--- src/logic/adc_sample_pkg.sv ---
package adc_sample_pkg;

    // raw converter sample
    localparam int SAMPLE_W = 12;

    // samples stored in one word FIFO entry
    localparam int SAMPLES_PER_WORD = 3;

    localparam int WORD_W = SAMPLE_W * SAMPLES_PER_WORD;  // 36

    // host side readout width
    localparam int BYTE_W = 8;

    // high-res readout walks two words per pass
    // 72 bits give 9 bytes and 6 samples
    localparam int HIRES_BYTES = (2 * WORD_W) / BYTE_W;

endpackage

--- src/logic/word_packer.sv ---
module word_packer (
    input  logic                                adc_sampleclk,
    input  logic                                reset,
    input  logic                                flush_i,
    input  logic                                sample_take_i,
    input  logic [adc_sample_pkg::SAMPLE_W-1:0] sample_i,
    output logic                                slow_wr_o,
    output logic [adc_sample_pkg::WORD_W-1:0]   word_o
);

    localparam int CNT_W = $clog2(adc_sample_pkg::SAMPLES_PER_WORD);

    logic [CNT_W-1:0] take_cnt;
    logic             last_take;

    assign last_take = sample_take_i &&
                       (take_cnt == CNT_W'(adc_sample_pkg::SAMPLES_PER_WORD - 1));

    // first sample ends up in the top bits
    always_ff @(posedge adc_sampleclk) begin
        if (sample_take_i) begin
            word_o <= {word_o[adc_sample_pkg::WORD_W-adc_sample_pkg::SAMPLE_W-1:0], sample_i};
        end
    end

    always_ff @(posedge adc_sampleclk) begin
        if (reset || flush_i) begin
            take_cnt  <= '0;  // partial word dropped
            slow_wr_o <= 1'b0;
        end else begin
            slow_wr_o <= last_take;
            if (last_take) begin
                take_cnt <= '0;
            end else if (sample_take_i) begin
                take_cnt <= take_cnt + 1'b1;
            end
        end
    end

endmodule

--- config.mk ---
export PLATFORM = sky130hd
export DESIGN_NAME = word_packer
export DESIGN_NICKNAME = d
export VERILOG_FILES = /design/src/logic/adc_sample_pkg.sv /design/src/logic/word_packer.sv
export SDC_FILE = /design/constraint.sdc
export NUM_CORES = 1
export LEC_CHECK = 0
export ABC_AREA = 1
export ABC_CLOCK_PERIOD_IN_PS = 1800
export BUFFER_PORTS_ARGS = -buffer_cell sky130_fd_sc_hd__buf_2
export CORE_ASPECT_RATIO = 1.25
export CORE_UTILIZATION = 25
export CTS_CLUSTER_SIZE = 8
export DETAILED_ROUTE_END_ITERATION = 16
export PLACE_DENSITY = 0.58
export SYNTH_ARGS = -nofsm -noshare
export SYNTH_HDL_FRONTEND = slang
export SYNTH_SLANG_ARGS = --single-unit
--- constraint.sdc ---
create_clock -name adc_sampleclk -period 1.8 [get_ports adc_sampleclk]
set_clock_uncertainty 0.15 [all_clocks]
set_input_delay 0.36 -clock adc_sampleclk [delete_from_list [all_inputs] [get_ports adc_sampleclk]]
set_output_delay 0.36 -clock adc_sampleclk [all_outputs]
set_load 0.1 [all_outputs]
# Yosys cells after proc, flatten, opt, wreduce, memory -nomap -nowiden

Index checks and enable logic that the tools add are counted.

Add/sub/neg operators: 1
Reduce and logical (&&, ||, !) cells: 3
Equal/unequal tests: 1

Operators with widths:

| kind                | count |
|---|---|
| $add 2x1->2 const B | 1 |
| $eq 2x2->1 const B  | 1 |
| $reduce_or 2->1     | 1 |
| $logic_and 1x1->1   | 1 |
| $logic_or 1x1->1    | 1 |

Bits of input ports: 16
Output and inout bits: 37
Logic and storage cells: 8
Bits in registers: 39

# Logic depth before layout (Yosys ltp)

Depth after elaboration: 3
Depth in mapped cells: 5
Depth with buffers taken out: 5

# Worst setup path after synthesis

OpenSTA, ideal clock, no wires.

Path kind: reg2out
Start: reg word_o[0] (netlist bit)
End: out word_o[0] (netlist bit)
Data arrival time: 0.915 ns
Buffers on the path: 0
Required time: 1.290 ns
Cell stages (with the launch flop): 1
Setup slack: 0.375 ns
Cells stage by stage: edfxtp_1

RTL lines:

| item                     | line              | RTL |
|---|---|---|
| start: declaration       | word_packer.sv:8  | `output logic [adc_sample_pkg::WORD_W-1:0] word_o` |
| start signal: assignment | word_packer.sv:22 | `word_o <= {word_o[adc_sample_pkg::WORD_W-adc_sample_pkg::SAMPLE_W-1:0], sample_i};` |

No word-level cell between the ends.

# Worst setup path in the final report

Start: reg word_o[19] (netlist bit)
End: out word_o[19] (netlist bit)

No word-level cell between the ends.

==> impl_metrics.env <==
export IMPL_synth_fa_ha_area_frac=0.0103
export IMPL_wl_um=1960
export IMPL_grt_use_total=0.0827
export IMPL_maxCapViolations=0
export IMPL_viasPerCell=3.72
export IMPL_setup_viol=0
export IMPL_syn_avg_cell_area_um2=22.9
export IMPL_slew_viol_final=0
export IMPL_antenna_found_initial=0
export IMPL_fin_crit_sh=0.890
export IMPL_grt_overflow_total=0
export IMPL_first_global_vias=673
export IMPL_synth_cell_types=9
export IMPL_cp_slowest_cell="buf_2"
export IMPL_fmax_ghz=0.624
export IMPL_tightest_slew_ns=0.496
export IMPL_core_um2=4690
export IMPL_drt_iter0_markers=7
export IMPL_peakVddDrop_v=0.000519
export IMPL_worstPathRequired_ns=1.29
export IMPL_slew_limit_headroom=0.671
export IMPL_post_route_min_period_ns=1.60
export IMPL_cts_setup_buffers=0
export IMPL_critPathLaunchType="flop"
export IMPL_ys_warn_count=0
export IMPL_synth_seq_cells=39
export IMPL_dp_hpwl_um=1440
export IMPL_worstPathArrival_ns=1.09
export IMPL_worstSetupEndpointType="output pin"
export IMPL_htreeDepth=2
export IMPL_path_buf_inv=1
export IMPL_floorplan_initialDensity=0.259
export IMPL_grt_start_max_net_pins=29
export IMPL_synth_top_family_by_area="simple AND/OR/NAND/NOR gates"
export IMPL_synth_xor_area_frac=0
export IMPL_place_ws_ns=0.442
export IMPL_hp_class="in2reg"
export IMPL_clk_latency_ns=0.28
export IMPL_postCtsResizedCells=0
export IMPL_fill_cells=473
export IMPL_setup_ws_ns=0.199
export IMPL_synth_seq_area_share=0.940
export IMPL_drive_above_1_share=0.553
export IMPL_hold_buffers=0
export IMPL_syn_to_final_growth_pct=38.6
export IMPL_clk_path_buf_depth=2
export IMPL_nets=130
export IMPL_postRouteAntennaNets=0
export IMPL_clk_pin_slew_ns=0.08
export IMPL_cpLargestDelayFamily="buffers and inverters"
export IMPL_die_h_um=79.9
export IMPL_cts_sinks=39
export IMPL_cts_inserted_buffers=5
export IMPL_rsz0062_at_grt="no"
export IMPL_synth_mux_area_frac=0
export IMPL_avgRoutedWirePerCell_um=11.2
export IMPL_grt_pass1_wl_um=3010
export IMPL_portBuffers=52
export IMPL_vias=647
export IMPL_syn_inst=53
export IMPL_crit_path_cell_trace="buf_2"
export IMPL_cts_tree="built"
export IMPL_status="finished clean"
export IMPL_powerDensity_nw_per_um2=1360
export IMPL_finalHoldViolCount=0
export IMPL_synth_compound_area_frac=0.00825
export IMPL_clock_root_buffer="clkbuf_8"
export IMPL_firstDrtPassIters=4
export IMPL_drc=0
export IMPL_n_antenna_cell=0
export IMPL_yosys_area_share_simple=0.0320
export IMPL_synthesis_nets=70
export IMPL_routabilityCongestion=0.611
export IMPL_power_leakage_nw=0.688
export IMPL_synthesis_area_um2=1210
export IMPL_rows=28
export IMPL_cp_max_fo=2
export IMPL_critPathKind="reg2out"
export IMPL_cpPeakStageDelay_ns=0.44
export IMPL_setup_tns_ns=0
export IMPL_ios=53
export IMPL_die_w_um=64.3
export IMPL_holdWs_ns=0.0941
export IMPL_die_area_um2=5140
==> cell type report <==
| cell class | instances | area (um2) | area share |
|---|---|---|---|
| well taps | 60 | 75.1 | 0.0446 |
| inverters | 3 | 11.3 | 0.00670 |
| clock inverters | 3 | 43.8 | 0.0260 |
| flip-flops and latches | 39 | 1140 | 0.679 |
| repair buffers | 53 | 280 | 0.167 |
| clock buffers | 5 | 68.8 | 0.0409 |
| multi-input cells | 11 | 61.3 | 0.0365 |
==> placed cells by master, fill, tap and decap left out <==
master     count
nor2_1         1
buf_12         1
buf_2         52
nand2_1        5
clkinv_2       1
a21oi_1        2
inv_1          3
edfxtp_1      36
ha_1           1
clkbuf_8       5
nor3_2         1
clkinv_4       1
bufinv_16      1
nand2_2        1
dfxtp_1        3
==> registers in the layout, summed over array words and instances (netlist names) <==
register and cells:
word_o 36, take_cnt 2, slow_wr_o 1
==> routing by layer <==
metal  track usage  routed length (um)  share of wire  up-vias
met5             0                   0              0        -
met4        0.0333                  26          0.013        0
met3        0.0514                 190          0.097        3
met2         0.125                 927           0.47       32
met1        0.0928                 811           0.41      295
li1              -                   -              -      317
==> power breakdown <==
part,switching [mW],leakage (nW),internal (mW)
registers,0.0231,0.377,1.06
logic,0.449,0.253,0.0536
clock network,0.290,0.0581,0.412
total,0.762,0.688,1.52
==> synthesized netlist by cell type <==
cell type	count	area share
a21oi_1	2	0.0082
nand2_1	5	0.015
ha_1	1	0.010
nor2_1	1	0.0031
dfxtp_1	3	0.049
inv_1	3	0.0093
nand2_2	1	0.0052
edfxtp_1	36	0.89
nor3_2	1	0.0082
==> cells by family after synthesis <==
family,Yosys count
DFF,39
and+or+nand+nor,8
buffers and inverters,3
AOI/OAI and AO/OA,2
adders and majority gates,1
==> per-stage QoR <==
step                      instances  instance area (um2)  total power [mW]  utilization
after floorplan                  53                 1210              1.52            -
after global placement          166                 1570              1.60        0.334
after detailed placement        166                 1570              1.61        0.334
after CTS                       174                 1680              2.31        0.358
after global routing            174                 1680              2.36        0.358
final                           174                 1680              2.29        0.358
==> path summary, 6_finish.rpt <==
check / to / cells past startpoint / start / slack, ns
worst min-delay path: word_o[0] / 1 / sample_i[0] / 0.09
worst max register to register: take_cnt[1] / 5 / take_cnt[0] / 0.68
worst max-delay path: word_o[19] / 1 / word_o[19] / 0.20
worst min register to register: word_o[14] / 0 / word_o[2] / 0.30
No activity file was read; power rests on OpenSTA's default activity.
