<file path="config.mk">
export PLATFORM = sky130hd
export DESIGN_NAME = sample_fifo
export DESIGN_NICKNAME = d
export VERILOG_FILES = /design/src/logic/sample_fifo.sv
export SDC_FILE = /design/constraint.sdc
export NUM_CORES = 2
export LEC_CHECK = 0
export BUFFER_PORTS_ARGS = -buffer_cell sky130_fd_sc_hd__buf_2
export CAP_MARGIN = 40
export CORE_MARGIN = 3
export CORE_UTILIZATION = 26
export DETAILED_ROUTE_END_ITERATION = 10
export SYNTH_ARGS = -nofsm -noshare
export SYNTH_HDL_FRONTEND = slang
export SYNTH_SLANG_ARGS = --single-unit
</file>
<file path="constraint.sdc">
create_clock -name adc_sampleclk -period 3.02 [get_ports adc_sampleclk]
set_input_delay 0.453 -clock adc_sampleclk [delete_from_list [all_inputs] [get_ports adc_sampleclk]]
set_output_delay 0.453 -clock adc_sampleclk [all_outputs]
set_load 0.005 [all_outputs]
</file>
<file path="src/logic/sample_fifo.sv">
module sample_fifo #(
    parameter int DATA_W = 12,
    parameter int DEPTH  = 256
) (
    input  logic              adc_sampleclk,
    input  logic              reset,
    input  logic              flush_i,
    input  logic              wr_en_i,
    input  logic [DATA_W-1:0] din_i,
    input  logic              rd_en_i,
    output logic [DATA_W-1:0] dout_o,
    output logic              full_o,
    output logic              empty_o
);

    localparam int AW = (DEPTH > 1) ? $clog2(DEPTH) : 1;

    logic [DATA_W-1:0] mem [DEPTH];
    logic [AW-1:0]     wr_ptr;
    logic [AW-1:0]     rd_ptr;
    logic [AW:0]       count;
    logic              do_wr;
    logic              do_rd;

    assign full_o  = (count == DEPTH);
    assign empty_o = (count == 0);

    // overflow and underflow are silently dropped
    assign do_wr = wr_en_i && !full_o;
    assign do_rd = rd_en_i && !empty_o;

    // head word visible while not empty
    assign dout_o = mem[rd_ptr];

    always_ff @(posedge adc_sampleclk) begin
        if (do_wr) begin
            mem[wr_ptr] <= din_i;
        end
    end

    always_ff @(posedge adc_sampleclk) begin
        if (reset || flush_i) begin
            wr_ptr <= '0;
            rd_ptr <= '0;
            count  <= '0;
        end else begin
            if (do_wr) begin
                wr_ptr <= (wr_ptr == AW'(DEPTH - 1)) ? '0 : wr_ptr + 1'b1;
            end
            if (do_rd) begin
                rd_ptr <= (rd_ptr == AW'(DEPTH - 1)) ? '0 : rd_ptr + 1'b1;
            end
            if (do_wr && !do_rd) begin
                count <= count + 1'b1;
            end else if (do_rd && !do_wr) begin
                count <= count - 1'b1;
            end
        end
    end

endmodule

</file>
* Word level (Yosys, flattened, before mapping)
Memories as Yosys holds them, arrays and structs flattened. A register that Yosys moved wholly into a read port is not among the register bits. Index checks and enable logic that the tools add are counted.
Storage, ports and cells: output and inout bits 14, register bits after elaboration 25, logic and storage cells 30, RAM bits 3072, memories kept 1
Memories:
- mem | words 256, width 12, rd ports 1, clocked after memory_dff 1, wr ports 1, RTL line 18 | logic [DATA_W-1:0] mem [DEPTH];
Cells by class: reductions and logical operators 11, $add $sub $neg 4, muxes and demuxes 8, equality and inequality tests 3
Operators with widths (number):
- $mux W8 | 4
- $mux W9 | 2
- $add A8 B1 Y8 const B | 2
- $eq A8 B8 Y1 const B | 2
- $add A9 B1 Y9 const B | 1
- $eq A9 B9 Y1 const B | 1
- $logic_not A9 Y1 | 1
- $sub A9 B1 Y9 const B | 1
- $logic_and A1 B1 Y1 | 4
- $logic_not A1 Y1 | 4
- $mux W1 | 2
- $reduce_bool A2 Y1 | 1
- $logic_or A1 B1 Y1 | 1

* Logic depth before layout (Yosys ltp)
depth after elaboration 7, gate-level depth with buffers 12, gate-level depth less buffers 12

* Least setup slack after synthesis
No wires, ideal clock.
path type reg2reg, from register count[0], to register count[8], cell stages (with the launch flop) 13, library setup time 72 ps, buffers on the path 1, data arrival time 3095 ps, period minus slack after synthesis 3166 ps, setup slack -146 ps, cell sequence dfxtp_1 nor4_1 a31oi_1 clkbuf_1 ha_1 inv_1 ha_1 a21oi_1 a21boi_0 o21a_1 o41ai_1 mux2i_1 mux2i_1
On the way: cells in the longest elaborated chain, start to end 6
Ends and longest elaborated chain:
- start, declared | RTL line 21 | logic [AW:0] count;
- start signal, assigned | RTL line 54 | count <= count + 1'b1;
- start signal, assigned | RTL line 56 | count <= count - 1'b1;
- $eq A9 B9 Y1 * | RTL line 25 | assign full_o = (count == DEPTH);
- $logic_not A1 Y1 * | RTL line 29 | assign do_wr = wr_en_i && !full_o;
- $logic_and A1 B1 Y1 * | RTL line 29
- via do_wr | RTL line 22 | logic do_wr;
- $logic_not A1 Y1 | RTL line 55 | end else if (do_rd && !do_wr) begin
- $logic_and A1 B1 Y1 | RTL line 55
- $reduce_bool A2 Y1 (no source line)
Mark *: on every way through the listed nets, which the timed path passes. The rest lies on a longest branch. The select of a mux whose other input is x is not followed. A chain may end at the register's enable or synchronous reset.

==> impl_metrics.csv <==
group,metric,value,unit
status,status,"finished, violations left",
status,violations,"negative setup slack",
global_route,track_usage,13.2,%
critical_path,crit_path_end_kind,"output pin",
power_and_ir_drop,p_total,101,mW
timing,setup_ws,-1.45,ns
timing,fin_worst_skew,0.0321,ns
clock_tree,cts_max_path_buffers,4,
global_route,grt_start_max_net_pins,97,
logic_synthesis,synthMostInstantiatedCell,"edfxtp_1",
cells_and_area,post-route-cell-area,148000,sq um
logic_synthesis,seq_area_frac_synth,77.8,%
floorplanning,floorplan.initialDensity,26.1,%
clock_tree,clk_pin_slew,0.06,ns
global_route,antenna_found_initial,14,
placed_design,dpl_cell_area,135000,sq um
critical_path,regToRegStartpoint,"count[4]",
logic_synthesis,synth_top_family_by_area,"multiplexers",
logic_synthesis,synth_xor_area_share,0.0953,%
critical_path,rrSetupSlack,0.13,ns
floorplanning,coreArea,457000,sq um
critical_path,critical_path_peak_fanout,7,
power_and_ir_drop,ir_drop,0.572,mV
cells_and_area,fill_cells,42700,
critical_path,worstPathCellList,"buf_6 > clkbuf_16 > buf_12 > buf_12 > mux4_2 > a22o_4 > a221oi_4 > o22ai_4 > nor4_4 > nor4_4 > clkbuf_16 > buf_6",
power_and_ir_drop,p_leak,46.4,nW
placed_design,portBuffers,30,
clock_tree,cts_buffers,310,
drt,dr.pass1.iters,5,
drt,wl_met3,27200,um
timing,tightestPinTransition,0.948,ns
logic_synthesis,synth_compound_gate_area_share,2.97,%
logic_synthesis,ys_types,69,
logic_synthesis,synthAdderAreaFrac,0.174,%
logic_synthesis,ys.flop_type,"edfxtp_1",
cells_and_area,drive_gt1_share,37.0,%
critical_path,cp.arrival,4.02,ns
logic_synthesis,ys_ff_latch,3105,
placed_design,hpwl,202000,um
global_route,grt_pass1_vias,61600,
logic_synthesis,synth_top_cell_by_area,"edfxtp_1",
cells_and_area,area_growth,24.3,%
drt,num_vias,60800,
drt,met1_length,130000,um
logic_synthesis,synth_area,119000,sq um
placed_design,gp_congestion,0.816,
floorplanning,num_io_pins,31,
logic_synthesis,synth-simple-area-share,2.20,%
clock_tree,clockRootBuffer,"clkbuf_16",
critical_path,critical_path.slowest_cell,"nor4_4",
logic_synthesis,async_flop_share,0,%
logic_synthesis,synth_edf_count,3072,
timing,setup_viol,12,
drt,wl_per_cell,24.7,um
timing,hold_viol_final,0,
global_route,overflow,0,
timing,fin_setup_tns,-16.12,ns
logic_synthesis,synth_top_area_share,77.2,%
drt,viasPerCell,4.70,
cells_and_area,fin_nets,6610,
drt,met2_length,153000,um
critical_path,max_stage_delay,0.53,ns
critical_path,r2r_cells,14,
drt,antenna_left,0,
clock_tree,cts_tree,"yes",
floorplanning,die_x,684,um
logic_synthesis,ys_top_cells_by_count,"3072 x edfxtp_1, 709 x mux4_2, 307 x nor2_1",
hold_path,hold_path_class,"input port to register",
critical_path,crit_type,"register to output pin",
floorplanning,dieHeight,684,um
timing,rsz0062_at_grt,"yes",
logic_synthesis,synthTopCellsByArea,"edfxtp_1 77%, mux4_2 13%, mux2i_1 1.6%, nor2_1 0.96%, o22ai_1 0.62%",
timing,max_freq,0.224,GHz
timing,slew-limit-headroom,36.8,%
job,drv_cap,0,
global_route,grt_pass1_wl,455000,um
drt,drc,0,
power_and_ir_drop,powerDensity,678,nW/um^2
logic_synthesis,synth_mux_area_share,15.0,%
placed_design,dp.cells,12300,
clock_tree,cts_sinks,3105,
logic_synthesis,synth.avg_cell_area,22.0,sq um
drt,drt-total-wl,319000,um
floorplanning,num_rows,248,
drt,drt_iter0_drc,6823,
drt,routed.top_layer,"met5",
cells_and_area,fin_cells,12900,
logic_synthesis,syn_inst,5421,
hold_path,holdPathStages,1,
critical_path,worstSetupStartpointType,"register",
logic_synthesis,yosys_warnings,0,
clock_tree,clk_latency,0.88,ns
clock_tree,htree_levels,5,
hold_path,min_from,"din_i[10]",
timing,min_period,4.47,ns
timing,whs,0.0267,ns
floorplanning,die_area,468000,sq um
logic_synthesis,syn-num-nets,5454,
critical_path,crit_required,2.57,ns
timing,slew_viol_final,0,
timing,finalCritPeriodShare,148,%
hold_path,min_to,"mem[167][10]",
critical_path,regToRegEndpoint,"count[6]",
-- registers in the layout (all words and copies together), names as in the netlist, named ones only --
register,flops
count,9
wr_ptr,8
rd_ptr,8
mem,3072
-- cell usage in the layout (no fill, tap or decap), types with 10 or more instances in the layout --
cell type	n
dfxtp_1	27
buf_8	22
o21ai_0	16
buf_2	17
a211oi_1	17
a221oi_4	10
nor2_1	300
mux2i_1	184
mux4_2	709
ha_1	12
o22ai_1	87
buf_6	54
clkbuf_16	321
bufbuf_16	12
buf_12	161
a221oi_2	16
nor4_4	22
clkinv_1	65
inv_1	12
o22ai_2	25
clkinvlp_4	13
o221ai_1	45
nand3_1	16
edfxtp_1	3072
a21oi_1	65
o211ai_1	12
nand2_1	85
clkinv_2	45
a22o_1	48
a211oi_2	14
a21oi_2	20
buf_4	872
nand4_1	14
bufinv_16	31
clkbuf_1	62
a22oi_1	66
buf_16	23
-- final cells by class --
cell class,count,area [sq um],area share (%)
antenna,8,20.0,0.0135
timing repair buffer,1167,12000,8.05
clock buffer,378,8140,5.48
tap,6125,7660,5.16
inverter,16,67.6,0.0455
sequential,3105,92900,62.6
multi-input combinational,1977,26000,17.5
clock inverter,168,1680,1.13
-- worst max-delay path by stage --
stage | start | to | cells after the start | slack (ns)
final | register | dout_o[0] | 12 | -1.45
after floorplan | count[0] | count[8] | 12 | 0.02
after global routing | register | dout_o[0] | 11 | -1.52
after global placement | register | dout_o[1] | 13 | -1.61
after CTS | register | dout_o[9] | 13 | -1.53
after detailed placement | register | dout_o[8] | 14 | -1.37
-- layer usage --
metal | up-vias | track usage [%]
met5 | - | 0
met4 | 4 | 3.74
met3 | 465 | 3.22
met2 | 2472 | 21.4
met1 | 32500 | 17.7
li1 | 25300 | -
-- per-stage QoR --
| stage | setup slack (ns) | utilization (%) |
|---|---|---|
| 2_1_floorplan | 0.0225 | - |
| 3_3_place_gp | -1.61 | 29.6 |
| 3_5_place_dp | -1.37 | 29.6 |
| 4_1_cts | -1.53 | 32.2 |
| 5_1_grt | -1.52 | 32.5 |
| 6_report | -1.45 | 32.5 |
-- kinds of logic (layout without fill, tap and decap cells) --
| logic type | after synthesis | count (layout) |
|---|---|---|
| buffers and inverters | 339 | 1729 |
| flip-flops | 3105 | 3105 |
| AND/OR/NAND/NOR | 551 | 551 |
| adder cells (fa/ha/maj) | 16 | 16 |
| AO/OA/AOI/OAI | 498 | 498 |
| XOR/XNOR | 13 | 13 |
| multiplexers | 899 | 899 |
| other | 0 | 8 |
-- where the power goes --
group	total, mW	switching, mW	internal, mW	leakage (nW)
Clock	37.9	16.0	21.9	4.77
Combinational	15.2	7.11	8.13	13.7
Sequential	47.5	0.0886	47.4	27.9
Total	101	23.2	77.4	46.4
-- worst max-delay path, delay by kind of cell, from the launching register on --
kind                   cells  cell delay [ns]
muxes                      1             0.50
and+or+nand+nor            2             0.67
buffers and inverters      6             0.82
DFF                        1             0.43
AOI/OAI and AO/OA          3             0.73
-- timing repair --
item | 4_1_cts | 5_1_grt
hold buffers | 1 | 0
endpoints found under the setup margin | 16 | 16
endpoints found under the hold margin | 27 | 0
gates cloned | 16 | 4
pin swaps | 33 | 51
setup buffers | 26 | 86
resized for setup | 236 | 138
Power figures use the tool's default switching activity.
