### config.mk
export PLATFORM = sky130hd
export DESIGN_NAME = byte_unpacker
export DESIGN_NICKNAME = d
export VERILOG_FILES = /design/src/logic/adc_sample_pkg.sv /design/src/logic/byte_unpacker.sv
export SDC_FILE = /design/constraint.sdc
export NUM_CORES = 1
export LEC_CHECK = 0
export ABC_CLOCK_PERIOD_IN_PS = 2400
export BUFFER_PORTS_ARGS = -buffer_cell sky130_fd_sc_hd__buf_2
export CAP_MARGIN = 20
export CORE_ASPECT_RATIO = 1.25
export CORE_UTILIZATION = 48
export DETAILED_ROUTE_END_ITERATION = 10
export GPL_ROUTABILITY_DRIVEN = 0
export GPL_TIMING_DRIVEN = 0
export PLACE_DENSITY = 0.8
export SLEW_MARGIN = 10
export SYNTH_ARGS = -nofsm -noshare
export SYNTH_HDL_FRONTEND = slang
export SYNTH_SLANG_ARGS = --single-unit
### constraint.sdc
create_clock -name adc_sampleclk -period 2.4 [get_ports adc_sampleclk]
set_input_delay 0.48 -clock adc_sampleclk [delete_from_list [all_inputs] [get_ports adc_sampleclk]]
set_output_delay 0.48 -clock adc_sampleclk [all_outputs]
set_load 0.02 [all_outputs]
### src/logic/adc_sample_pkg.sv
package adc_sample_pkg;

    // raw converter sample
    localparam int SAMPLE_W = 12;

    // samples stored in one word FIFO entry
    localparam int SAMPLES_PER_WORD = 3;

    localparam int WORD_W = SAMPLE_W * SAMPLES_PER_WORD;  // 36

    // host side readout width
    localparam int BYTE_W = 8;

    // high-res readout walks two words per pass
    // 72 bits give 9 bytes and 6 samples
    localparam int HIRES_BYTES = (2 * WORD_W) / BYTE_W;

endpackage

### src/logic/byte_unpacker.sv
module byte_unpacker (
    input  logic                              adc_sampleclk,
    input  logic                              reset,
    input  logic                              flush_i,
    input  logic                              low_res_i,
    input  logic                              low_res_lsb_i,
    input  logic                              fifo_read_fifoen_i,
    input  logic [adc_sample_pkg::WORD_W-1:0] slow_dout_i,
    input  logic                              slow_empty_i,
    output logic                              slow_rd_o,
    output logic [adc_sample_pkg::BYTE_W-1:0] fifo_read_data_o
);

    localparam int POS_W   = $clog2(adc_sample_pkg::HIRES_BYTES);
    localparam int NIB_W   = adc_sample_pkg::WORD_W - 4 * adc_sample_pkg::BYTE_W;
    localparam int LO_LAST = adc_sample_pkg::SAMPLES_PER_WORD - 1;
    localparam int HI_MID  = adc_sample_pkg::HIRES_BYTES / 2 - 1;  // last byte of word A
    localparam int HI_LAST = adc_sample_pkg::HIRES_BYTES - 1;

    logic [POS_W-1:0]                    pos;
    logic [NIB_W-1:0]                    nib_r;  // low bits of word A
    logic [adc_sample_pkg::SAMPLE_W-1:0] lo_sample;
    logic                                strobe;
    logic                                last_byte;

    assign strobe = fifo_read_fifoen_i && !slow_empty_i;  // strobe while empty ignored

    assign last_byte = low_res_i ? (pos >= POS_W'(LO_LAST))
                                 : (pos == POS_W'(HI_MID) || pos >= POS_W'(HI_LAST));

    // pop on the same edge as the last byte of the word
    assign slow_rd_o = strobe && last_byte;

    always_ff @(posedge adc_sampleclk) begin
        if (reset || flush_i) begin
            pos <= '0;
        end else if (strobe) begin
            if (low_res_i ? (pos >= POS_W'(LO_LAST)) : (pos >= POS_W'(HI_LAST))) begin
                pos <= '0;
            end else begin
                pos <= pos + 1'b1;
            end
        end
    end

    always_ff @(posedge adc_sampleclk) begin
        if (strobe && !low_res_i && pos == POS_W'(HI_MID)) begin
            nib_r <= slow_dout_i[NIB_W-1:0];
        end
    end

    // low res, one sample per byte
    always_comb begin
        case (pos)
            POS_W'(0): lo_sample = slow_dout_i[35:24];
            POS_W'(1): lo_sample = slow_dout_i[23:12];
            default:   lo_sample = slow_dout_i[11:0];
        endcase
    end

    always_comb begin
        if (low_res_i) begin
            fifo_read_data_o = low_res_lsb_i ? lo_sample[7:0] : lo_sample[11:4];
        end else begin
            case (pos)
                POS_W'(0): fifo_read_data_o = slow_dout_i[35:28];
                POS_W'(1): fifo_read_data_o = slow_dout_i[27:20];
                POS_W'(2): fifo_read_data_o = slow_dout_i[19:12];
                POS_W'(3): fifo_read_data_o = slow_dout_i[11:4];
                POS_W'(4): fifo_read_data_o = {nib_r, slow_dout_i[35:32]};  // spans A and B
                POS_W'(5): fifo_read_data_o = slow_dout_i[31:24];
                POS_W'(6): fifo_read_data_o = slow_dout_i[23:16];
                POS_W'(7): fifo_read_data_o = slow_dout_i[15:8];
                default:   fifo_read_data_o = slow_dout_i[7:0];
            endcase
        end
    end

endmodule

Word-level counts from Yosys, hierarchy flattened
Cells that the tools add are included.
{"block": "classes", "eq_ne": 7, "n_reduce_logical": 9, "n_mux": 7, "magnitude_cmp": 2, "add_sub_neg": 1}
{"cell": "$pmux 8 s8", "count": 1}
{"cell": "$pmux 12 s2", "count": 1}
{"cell": "$eq 4x3->1 const B", "count": 4}
{"cell": "$mux 8", "count": 2}
{"cell": "$eq 4x2->1 const B", "count": 2}
{"cell": "$add 4x1->4 const B", "count": 1}
{"cell": "$eq 4x1->1 const B", "count": 1}
{"cell": "$ge 4x2->1 const B", "count": 1}
{"cell": "$ge 4x4->1 const B", "count": 1}
{"cell": "$logic_and 1x1->1", "count": 4}
{"cell": "$logic_not 4->1", "count": 1}
{"cell": "$mux 4", "count": 1}
{"cell": "$logic_not 1->1", "count": 2}
{"cell": "$logic_or 1x1->1", "count": 2}
{"cell": "$mux 1", "count": 2}
{"block": "word_totals", "wordCells": 28, "out_inout_bits": 9, "register_bits": 8, "inputBits": 43}

Longest topological paths before layout
Gate-level depths: netlist (run 1).
{"block": "logic_depth", "depth_word": 4, "depth_mapped": 9, "ltp_nobuf": 7}

Least setup slack after synthesis (run 1)
Ideal clock, no wire load.
{"block": "synth_timing", "path_kind": "reg-to-output", "from": "reg pos[0]", "to": "out fifo_read_data_o[6] (netlist name)", "path_buffers": 2, "setup_slack_ps": -3, "arrival_ps": 1923, "path_stages_with_launch": 9, "required_ps": 1920, "path_cell_list": "dfxtp_1 inv_1 ha_1 buf_2 nor2_1 a31o_2 clkbuf_1 a21oi_1 a22oi_1"}
{"block": "synth_between", "elab_chain_cells": 4, "word_cells_on_any_way": 12, "cone_classes": "eq/ne: 7; mux: 4; reduce/logical: 1"}
{"element": "start: declaration", "line": "byte_unpacker.sv:20", "source": "logic [POS_W-1:0] pos;"}
{"element": "start signal: assignment", "line": "byte_unpacker.sv:41", "source": "pos <= pos + 1'b1;"}
{"element": "$eq 4x1->1 or $logic_not 4->1 (tied branches)", "line": "byte_unpacker.sv:54, byte_unpacker.sv:65"}
{"element": "$pmux 12 s2", "line": "byte_unpacker.sv:54", "source": "case (pos)"}
{"element": "$mux 8", "line": "byte_unpacker.sv:63", "source": "fifo_read_data_o = low_res_lsb_i ? lo_sample[7:0] : lo_sample[11:4];"}
{"element": "$mux 8 (*)", "line": "byte_unpacker.sv:62", "source": "if (low_res_i) begin"}
{"element": "end: declaration", "line": "byte_unpacker.sv:11", "source": "output logic [adc_sample_pkg::BYTE_W-1:0] fifo_read_data_o"}
Every way passes the cells marked *; elsewhere a longest branch is shown, timed or not.

Final worst setup path (run 1)
{"block": "layout_timing", "from": "reg pos[0]", "to": "out fifo_read_data_o[2] (netlist name)"}
The elaborated chain is that of the path after synthesis.

==> impl_metrics.yaml, run 1 <==
outcome:
  result_of_the_run: "complete, but fails checks"
  violations: "setup timing"
cells_and_area:
  fraction_of_layout_instances_using_a_drive_strength_above_1_pct: 49.8
  fin_nets: 271
  area_delta_synth_final_pct: 55.7
  finish.cell_count_without_fillers: 254
  antenna-diode-count: 0
  fill_cells: 183
min_path:
  hold_depth: 1
  hold_path.startpoint: "slow_dout_i[1]"
  worst_hold_path.endpoint: "nib_r[1]"
  holdCritPathClass: "in2reg"
sta:
  fin_crit_ns: 2.53
  layout_setup_ws_ns: -0.132
  max_clock_freq_mhz: 395
  maxSlewViolCount: 0
  timing.slew.headroom_pct: 39.1
  tightestPinTransition_ns: 0.906
  final-setup-viol-count: 8
  finClkSkew_ns: 0.000631
  final-hold-violation-count: 0
  rsz_0062_raised_after_global_routing: "true"
  min_period_over_period_pct: 105
synth:
  asyncSetResetFlopFracSynth_pct: 0
  synthMostInstantiatedCell: "sky130_fd_sc_hd__a22oi_1"
  mappedNetlistNets: 205
  syn_avg_cell_area_um2: 7.92
  synth.area.top_cells: "sky130_fd_sc_hd__a22oi_1, sky130_fd_sc_hd__edfxtp_1, sky130_fd_sc_hd__mux2i_1"
  synth.cells.most_frequent: "sky130_fd_sc_hd__a22oi_1, sky130_fd_sc_hd__a21oi_1, sky130_fd_sc_hd__nand2_1"
  synth_top_area_share_pct: 21.1
  yosys_warns: 0
  ys_seq_area_share_pct: 16.1
  syn-cell-area_mm2: 0.00124
  synth_edf_count: 4
  netlist-cell-type-count: 36
  synth-main-ff-cell: "sky130_fd_sc_hd__edfxtp_1"
  ys_seq_elements: 8
  postSynthCellCount: 157
  synth_top_cell_by_area: "sky130_fd_sc_hd__a22oi_1"
global_routing:
  globalRouteOverflowTotal: 0
  first_pass_grt_wire_length_mm: 7.25
  grt_start_max_net_pins: 11
  grt.total_usage_pct: 36.4
  grt_antenna_before_repair: 0
  via_count_of_the_first_global_routing_pass: 1654
floorplanning:
  start_util_pct: 50.7
  area_enclosed_by_the_die_boundary_mm2: 0.00280
  die_h_um: 58.9
  rows: 20
  io_pins: 52
  core_area_mm2: 0.00245
  die_w_um: 47.5
setup_path:
  cp_slowest_cell: "sky130_fd_sc_hd__dfxtp_4"
  r2r_slack_ns: 0.21
  timing_worst_setup_path_type: "reg2out"
  reg2reg_to: "nib_r[3]"
  cpPeakStageDelay_ns: 0.42
  reg2reg_depth: 6
  worstPathMaxFanout: 7
  setup.worst_path.end_class: "output port"
  crit_family: "flip-flops"
  critical_path_required_ns: 1.92
  critical_path.cell_chain: "inv_4 > ha_4 > nor2_4 > or2_4 > buf_8 > o2bb2ai_4 > mux2i_1 > a22oi_1 > buf_4"
  crit_path_start_kind: "register"
  worst_r2r_startpoint: "pos[2]"
  cp.buffers_inverters: 3
  worst-endpoint-arrival_ns: 2.05
clock_tree:
  htree_num_levels: 1
  clock_tree_from_tritoncts: "built"
  clock-root-buffer: "sky130_fd_sc_hd__clkbuf_4"
  ctsLongestPathBuffers: 2
  numClockSinks: 8
  cts_made_buffers: 3
  ctsHoldBuffers: 0
  worst_skew_pair.late_latency_ns: 0.26
  clkSlewWorstSetupHoldPaths_ns: 0.06
power:
  p_sw_share_pct: 38.5
  ir_worst_vdd_uv: 241
  clkPwrFrac_pct: 21.2
  pwr_density_cell_mw_per_mm2: 280
  total_leakage_power_uw: 0.000803
  sequential_power_share_pct: 26.7
  switchingPower_uw: 209
  power.combinational.fraction_pct: 52.1
  cell_internal_pwr_uw: 333
route:
  detail_route.vias_per_cell: 6.85
  dr.pass1.iters: 5
  detail-route-antenna-nets: 0
  routed_wire_length_per_instance_um: 20.1
  finalWirelength_mm: 5.10
  drcViolationCount: 0
  routed-via-count: 1739
  drt_first_iter_violations: 167
place:
  numPortBuffers: 49
  place_worst_setup_slack_ns: -0.385
  dp.final_hpwl_mm: 3.16
  post-place-cells: 239
flow_run:
  max-cap-violations: 0
[what timing repair did]
| item | CTS | global route |
|---|---|---|
| pin swaps | 9 | 13 |
| buffers inserted | 10 | 4 |
| endpoints found under the setup margin | 8 | 8 |
| resized for setup | 42 | 22 |
| gates cloned | 1 | 0 |
[power groups by stage]
stage	logic, uW	registers (uW)	clock network (uW)
2_1_floorplan	130	148	0
3_3_place_gp	208	148	0
3_5_place_dp	214	148	0
4_1_cts	238	145	115
5_1_grt	299	145	122
6_report	282	145	115
[worst reg2reg max path: stages (launching register included)]
cell	delay, ns
sky130_fd_sc_hd__dfxtp_2	0.32
sky130_fd_sc_hd__buf_6	0.10
sky130_fd_sc_hd__or2_1	0.23
sky130_fd_sc_hd__buf_6	0.12
sky130_fd_sc_hd__buf_4	0.16
sky130_fd_sc_hd__buf_6	0.15
sky130_fd_sc_hd__nor3_1	0.74
[worst max path at each step]
| stage | slack (ns) | endpoint | startpoint | depth (start not counted) |
|---|---|---|---|---|
| after floorplan | 0.02 | fifo_read_data_o[2] | pos[0] | 8 |
| after global placement | -0.33 | fifo_read_data_o[5] | pos[1] | 10 |
| after detailed placement | -0.39 | fifo_read_data_o[5] | pos[1] | 10 |
| after CTS | -0.06 | fifo_read_data_o[2] | pos[2] | 9 |
| after global routing | -0.23 | fifo_read_data_o[2] | pos[0] | 9 |
| final | -0.13 | fifo_read_data_o[2] | pos[0] | 9 |
[layout by cell type, fill, tap and decap left out, types with 5 or more instances in the layout]
| cell type | instances |
|---|---|
| sky130_fd_sc_hd__a21oi_1 | 9 |
| sky130_fd_sc_hd__buf_6 | 7 |
| sky130_fd_sc_hd__mux2i_1 | 8 |
| sky130_fd_sc_hd__buf_4 | 19 |
| sky130_fd_sc_hd__o2bb2ai_1 | 6 |
| sky130_fd_sc_hd__nand2_1 | 10 |
| sky130_fd_sc_hd__o211ai_1 | 5 |
| sky130_fd_sc_hd__buf_2 | 44 |
| sky130_fd_sc_hd__a22oi_1 | 32 |
| sky130_fd_sc_hd__nor2_1 | 8 |
| sky130_fd_sc_hd__clkbuf_4 | 5 |
[metrics by stage]
| step | instance area (um^2) | total power (uW) | TNS (ns) | hold slack [ns] | utilization (%) |
|---|---|---|---|---|---|
| 2_1_floorplan | 1250 | 278 | 0 | 0.568 | - |
| 3_3_place_gp | 1540 | 356 | -1.88 | 0.600 | 62.8 |
| 3_5_place_dp | 1540 | 362 | -2.40 | 0.615 | 62.8 |
| 4_1_cts | 1810 | 498 | -0.385 | 0.429 | 73.8 |
| 5_1_grt | 1940 | 566 | -1.37 | 0.422 | 79.0 |
| 6_report | 1940 | 541 | -0.780 | 0.424 | 79.0 |
[layout make-up]
cell class / instances / area (um^2) / area share, %
tap: 33 / 41.3 / 2.13
inverter: 4 / 20.0 / 1.03
buffer: 15 / 123 / 6.33
sequential: 8 / 209 / 10.8
multi-input combinational: 127 / 1110 / 57.6
clock buffer: 3 / 22.5 / 1.16
timing repair buffer: 64 / 407 / 21.0
[cell families after synthesis]
kind of cell               Yosys count  synth area share [%]
AOI/OAI and AO/OA                   81                  48.9
and+or+nand+nor                     28                  10.3
buffers and inverters               22                  9.46
muxes                               10                  8.15
DFF                                  8                  16.1
adders and majority gates            5                  5.03
xor gates and xnor gates             3                  2.11
[state kept, by name, indices dropped and copies added (netlist names)]
name	count
nib_r	4
pos	4
[layer usage]
| layer | wire length (um) | vias up | GRT usage [%] |
|---|---|---|---|
| li1 | - | 760 | - |
| met4 | 198 | 0 | 23.4 |
| met5 | 0 | - | 0 |
| met1 | 1840 | 793 | 41.5 |
| met2 | 2510 | 157 | 59.5 |
| met3 | 556 | 29 | 6.75 |
Power figures use the tool's default switching activity.
==> inputs of run 2 (changes only) <==
Settings changed: ABC_CLOCK_PERIOD_IN_PS 2400 to 3080, CORE_UTILIZATION 48 to 45, MAX_ROUTING_LAYER set to met4, PLACE_DENSITY 0.8 to 0.76.
Clock period 2.4 ns to 3.08 ns, I/O delays scaled along.
==> run 2 against run 1 <==
Compared with the run above:
- the flow now finishes without violations
- non-clock buffer count decreased by 14
- global-route usage decreased by 5.0 points
- clock power decreased by 21%
- clock skew increased by 0.0036 ns
- combinational power decreased by 40%
- first-iteration DRC count decreased by 12%
- die area increased by 6.4%
- via count decreased by 7.6%
- sequential share of layout area increased by 2.1 points
- wire length decreased by 14%
- cell count decreased by 5.5%
==> impl_metrics.yaml, run 2 (synthesis results as in run 1) <==
global_routing:
  grt.busiest_layer: "met2"
  grt_use_met3_pct: 3.76
  grt_start_max_net_pins: 11
  via_count_of_the_first_global_routing_pass: 1548
  first_pass_grt_wire_length_mm: 6.92
  grt_antenna_before_repair: 0
  grt.total_usage_pct: 31.4
  grtUsageMet2_pct: 56.7
  global_route.usage.met1_pct: 34.6
  globalRouteOverflowTotal: 0
floorplanning:
  start_util_pct: 49.2
  rows: 20
  core_area_mm2: 0.00253
  io_pins: 52
  die_w_um: 49.0
  die_h_um: 60.8
  area_enclosed_by_the_die_boundary_mm2: 0.00298
outcome:
  result_of_the_run: "finished clean"
setup_path:
  worstPathMaxFanout: 7
  worst_r2r_startpoint: "pos[3]"
  critical_path_required_ns: 2.46
  timing_worst_setup_path_type: "reg2out"
  reg2reg_depth: 5
  worst-endpoint-arrival_ns: 2.34
  setup.worst_path.end_class: "output port"
  crit_path_start_kind: "register"
  reg2reg_to: "nib_r[2]"
  r2r_slack_ns: 1.08
min_path:
  worst_hold_path.endpoint: "nib_r[1]"
  hold_depth: 1
  holdCritPathClass: "in2reg"
  hold_path.startpoint: "slow_dout_i[1]"
power:
  pwr_density_cell_mw_per_mm2: 238
  total_leakage_power_uw: 0.000680
  ir_worst_vdd_uv: 184
place:
  numPortBuffers: 49
  post-place-cells: 239
  dp.final_hpwl_mm: 3.14
sta:
  tightestPinTransition_ns: 0.720
  rsz_0062_raised_after_global_routing: "false"
  timing.slew.headroom_pct: 51.6
  maxSlewViolCount: 0
  finalSetupTns_ns: 0
  fin_hold_ws_ns: 0.562
  finClkSkew_ns: 0.00428
  final-setup-viol-count: 0
  final-hold-violation-count: 0
  fin_crit_ns: 2.96
  max_clock_freq_mhz: 338
  min_period_over_period_pct: 96.0
clock_tree:
  worst_skew_pair.late_latency_ns: 0.27
  ctsHoldBuffers: 0
  numClockSinks: 8
  clkSlewWorstSetupHoldPaths_ns: 0.06
  clock-root-buffer: "sky130_fd_sc_hd__clkbuf_4"
  ctsLongestPathBuffers: 2
  cts_made_buffers: 3
  htree_num_levels: 1
  clock_tree_from_tritoncts: "built"
route:
  drcViolationCount: 0
  routed_wire_length_per_instance_um: 18.2
  drt_first_iter_violations: 147
  dr.pass1.iters: 5
  finalWirelength_mm: 4.37
  detail_route.vias_per_cell: 6.69
  routed-via-count: 1606
  detail-route-antenna-nets: 0
cells_and_area:
  fill_cells: 245
  reg.largest.list: "nib_r (4), pos (4)"
  area_delta_synth_final_pct: 26.2
  final_core_util_pct: 62.1
  finish.cell_count_without_fillers: 240
  fraction_of_layout_instances_using_a_drive_strength_above_1_pct: 35.3
  commonest_non_fill_non_tap_cell_in_the_layout: "sky130_fd_sc_hd__buf_2"
  fin_nets: 257
  antenna-diode-count: 0
  layout_common_cells: "sky130_fd_sc_hd__buf_2, sky130_fd_sc_hd__a22oi_1, sky130_fd_sc_hd__nand2_1, sky130_fd_sc_hd__a21oi_1, sky130_fd_sc_hd__mux2i_1"
flow_run:
  max-cap-violations: 0
[run 2: changes by cell type in the layout (fill, tap and decap cells not counted), sizes merged]
cell | before | now
buf | 72 | 57
clkbuf | 10 | 11
[run 2: metrics by stage]
step | power [uW] | area (um^2) | setup slack [ns]
floorplan | 214 | 1240 | 0.541
global placement | 275 | 1530 | 0.206
detailed placement | 280 | 1530 | 0.146
CTS | 365 | 1560 | 0.0225
global route | 389 | 1570 | 0.0221
finish | 374 | 1570 | 0.122
[run 2: power by group]
part           leakage (uW)  switching, uW  internal (uW)
combinational      0.000598           97.0           72.8
sequential        0.0000687          0.969            112
clock             0.0000138           45.4           45.2
[run 2: timing repair]
item                                   in CTS  in global routing
endpoints found under the hold margin       0                  0
setup endpoints to repair                   5                  8
pin swaps                                   0                  0
setup buffers                               0                  0
resized for setup                           2                  8
[run 2: worst max path at each step]
stage                       from                  end  slack [ns]  cells after the start
after floorplan           pos[0]  fifo_read_data_o[6]        0.54                      8
after global routing      pos[1]  fifo_read_data_o[5]        0.02                      9
final                     pos[1]  fifo_read_data_o[3]        0.12                      8
after detailed placement  pos[1]  fifo_read_data_o[4]        0.15                     10
after CTS                 pos[0]  fifo_read_data_o[2]        0.02                      8
after global placement    pos[1]  fifo_read_data_o[4]        0.21                     10
[run 2: cell type report]
cell class | count | area, um^2 | area share (%)
multi-input cells | 127 | 943 | 60.1
plain buffers | 16 | 100 | 6.38
well taps | 33 | 41.3 | 2.63
inverters | 4 | 15.0 | 0.957
flip-flops and latches | 8 | 201 | 12.8
repair buffers | 49 | 245 | 15.6
clock buffers | 3 | 22.5 | 1.44
[run 2: worst max-delay path: stages (launching register included)]
cell and delay [ns]:
sky130_fd_sc_hd__dfxtp_1 0.36, sky130_fd_sc_hd__inv_1 0.11, sky130_fd_sc_hd__ha_1 0.39, sky130_fd_sc_hd__nor2_2 0.13, sky130_fd_sc_hd__a31oi_2 0.37, sky130_fd_sc_hd__o311ai_0 0.27, sky130_fd_sc_hd__o22ai_1 0.17, sky130_fd_sc_hd__mux2i_1 0.09
sky130_fd_sc_hd__buf_2 0.18
[run 2: per-layer routing]
layer  vias up  part of all wire (%)
li1        733                     -
met1       726                    37
met2       128                    51
met3        19                   9.3
met4         0                   3.0
met5         -                     0
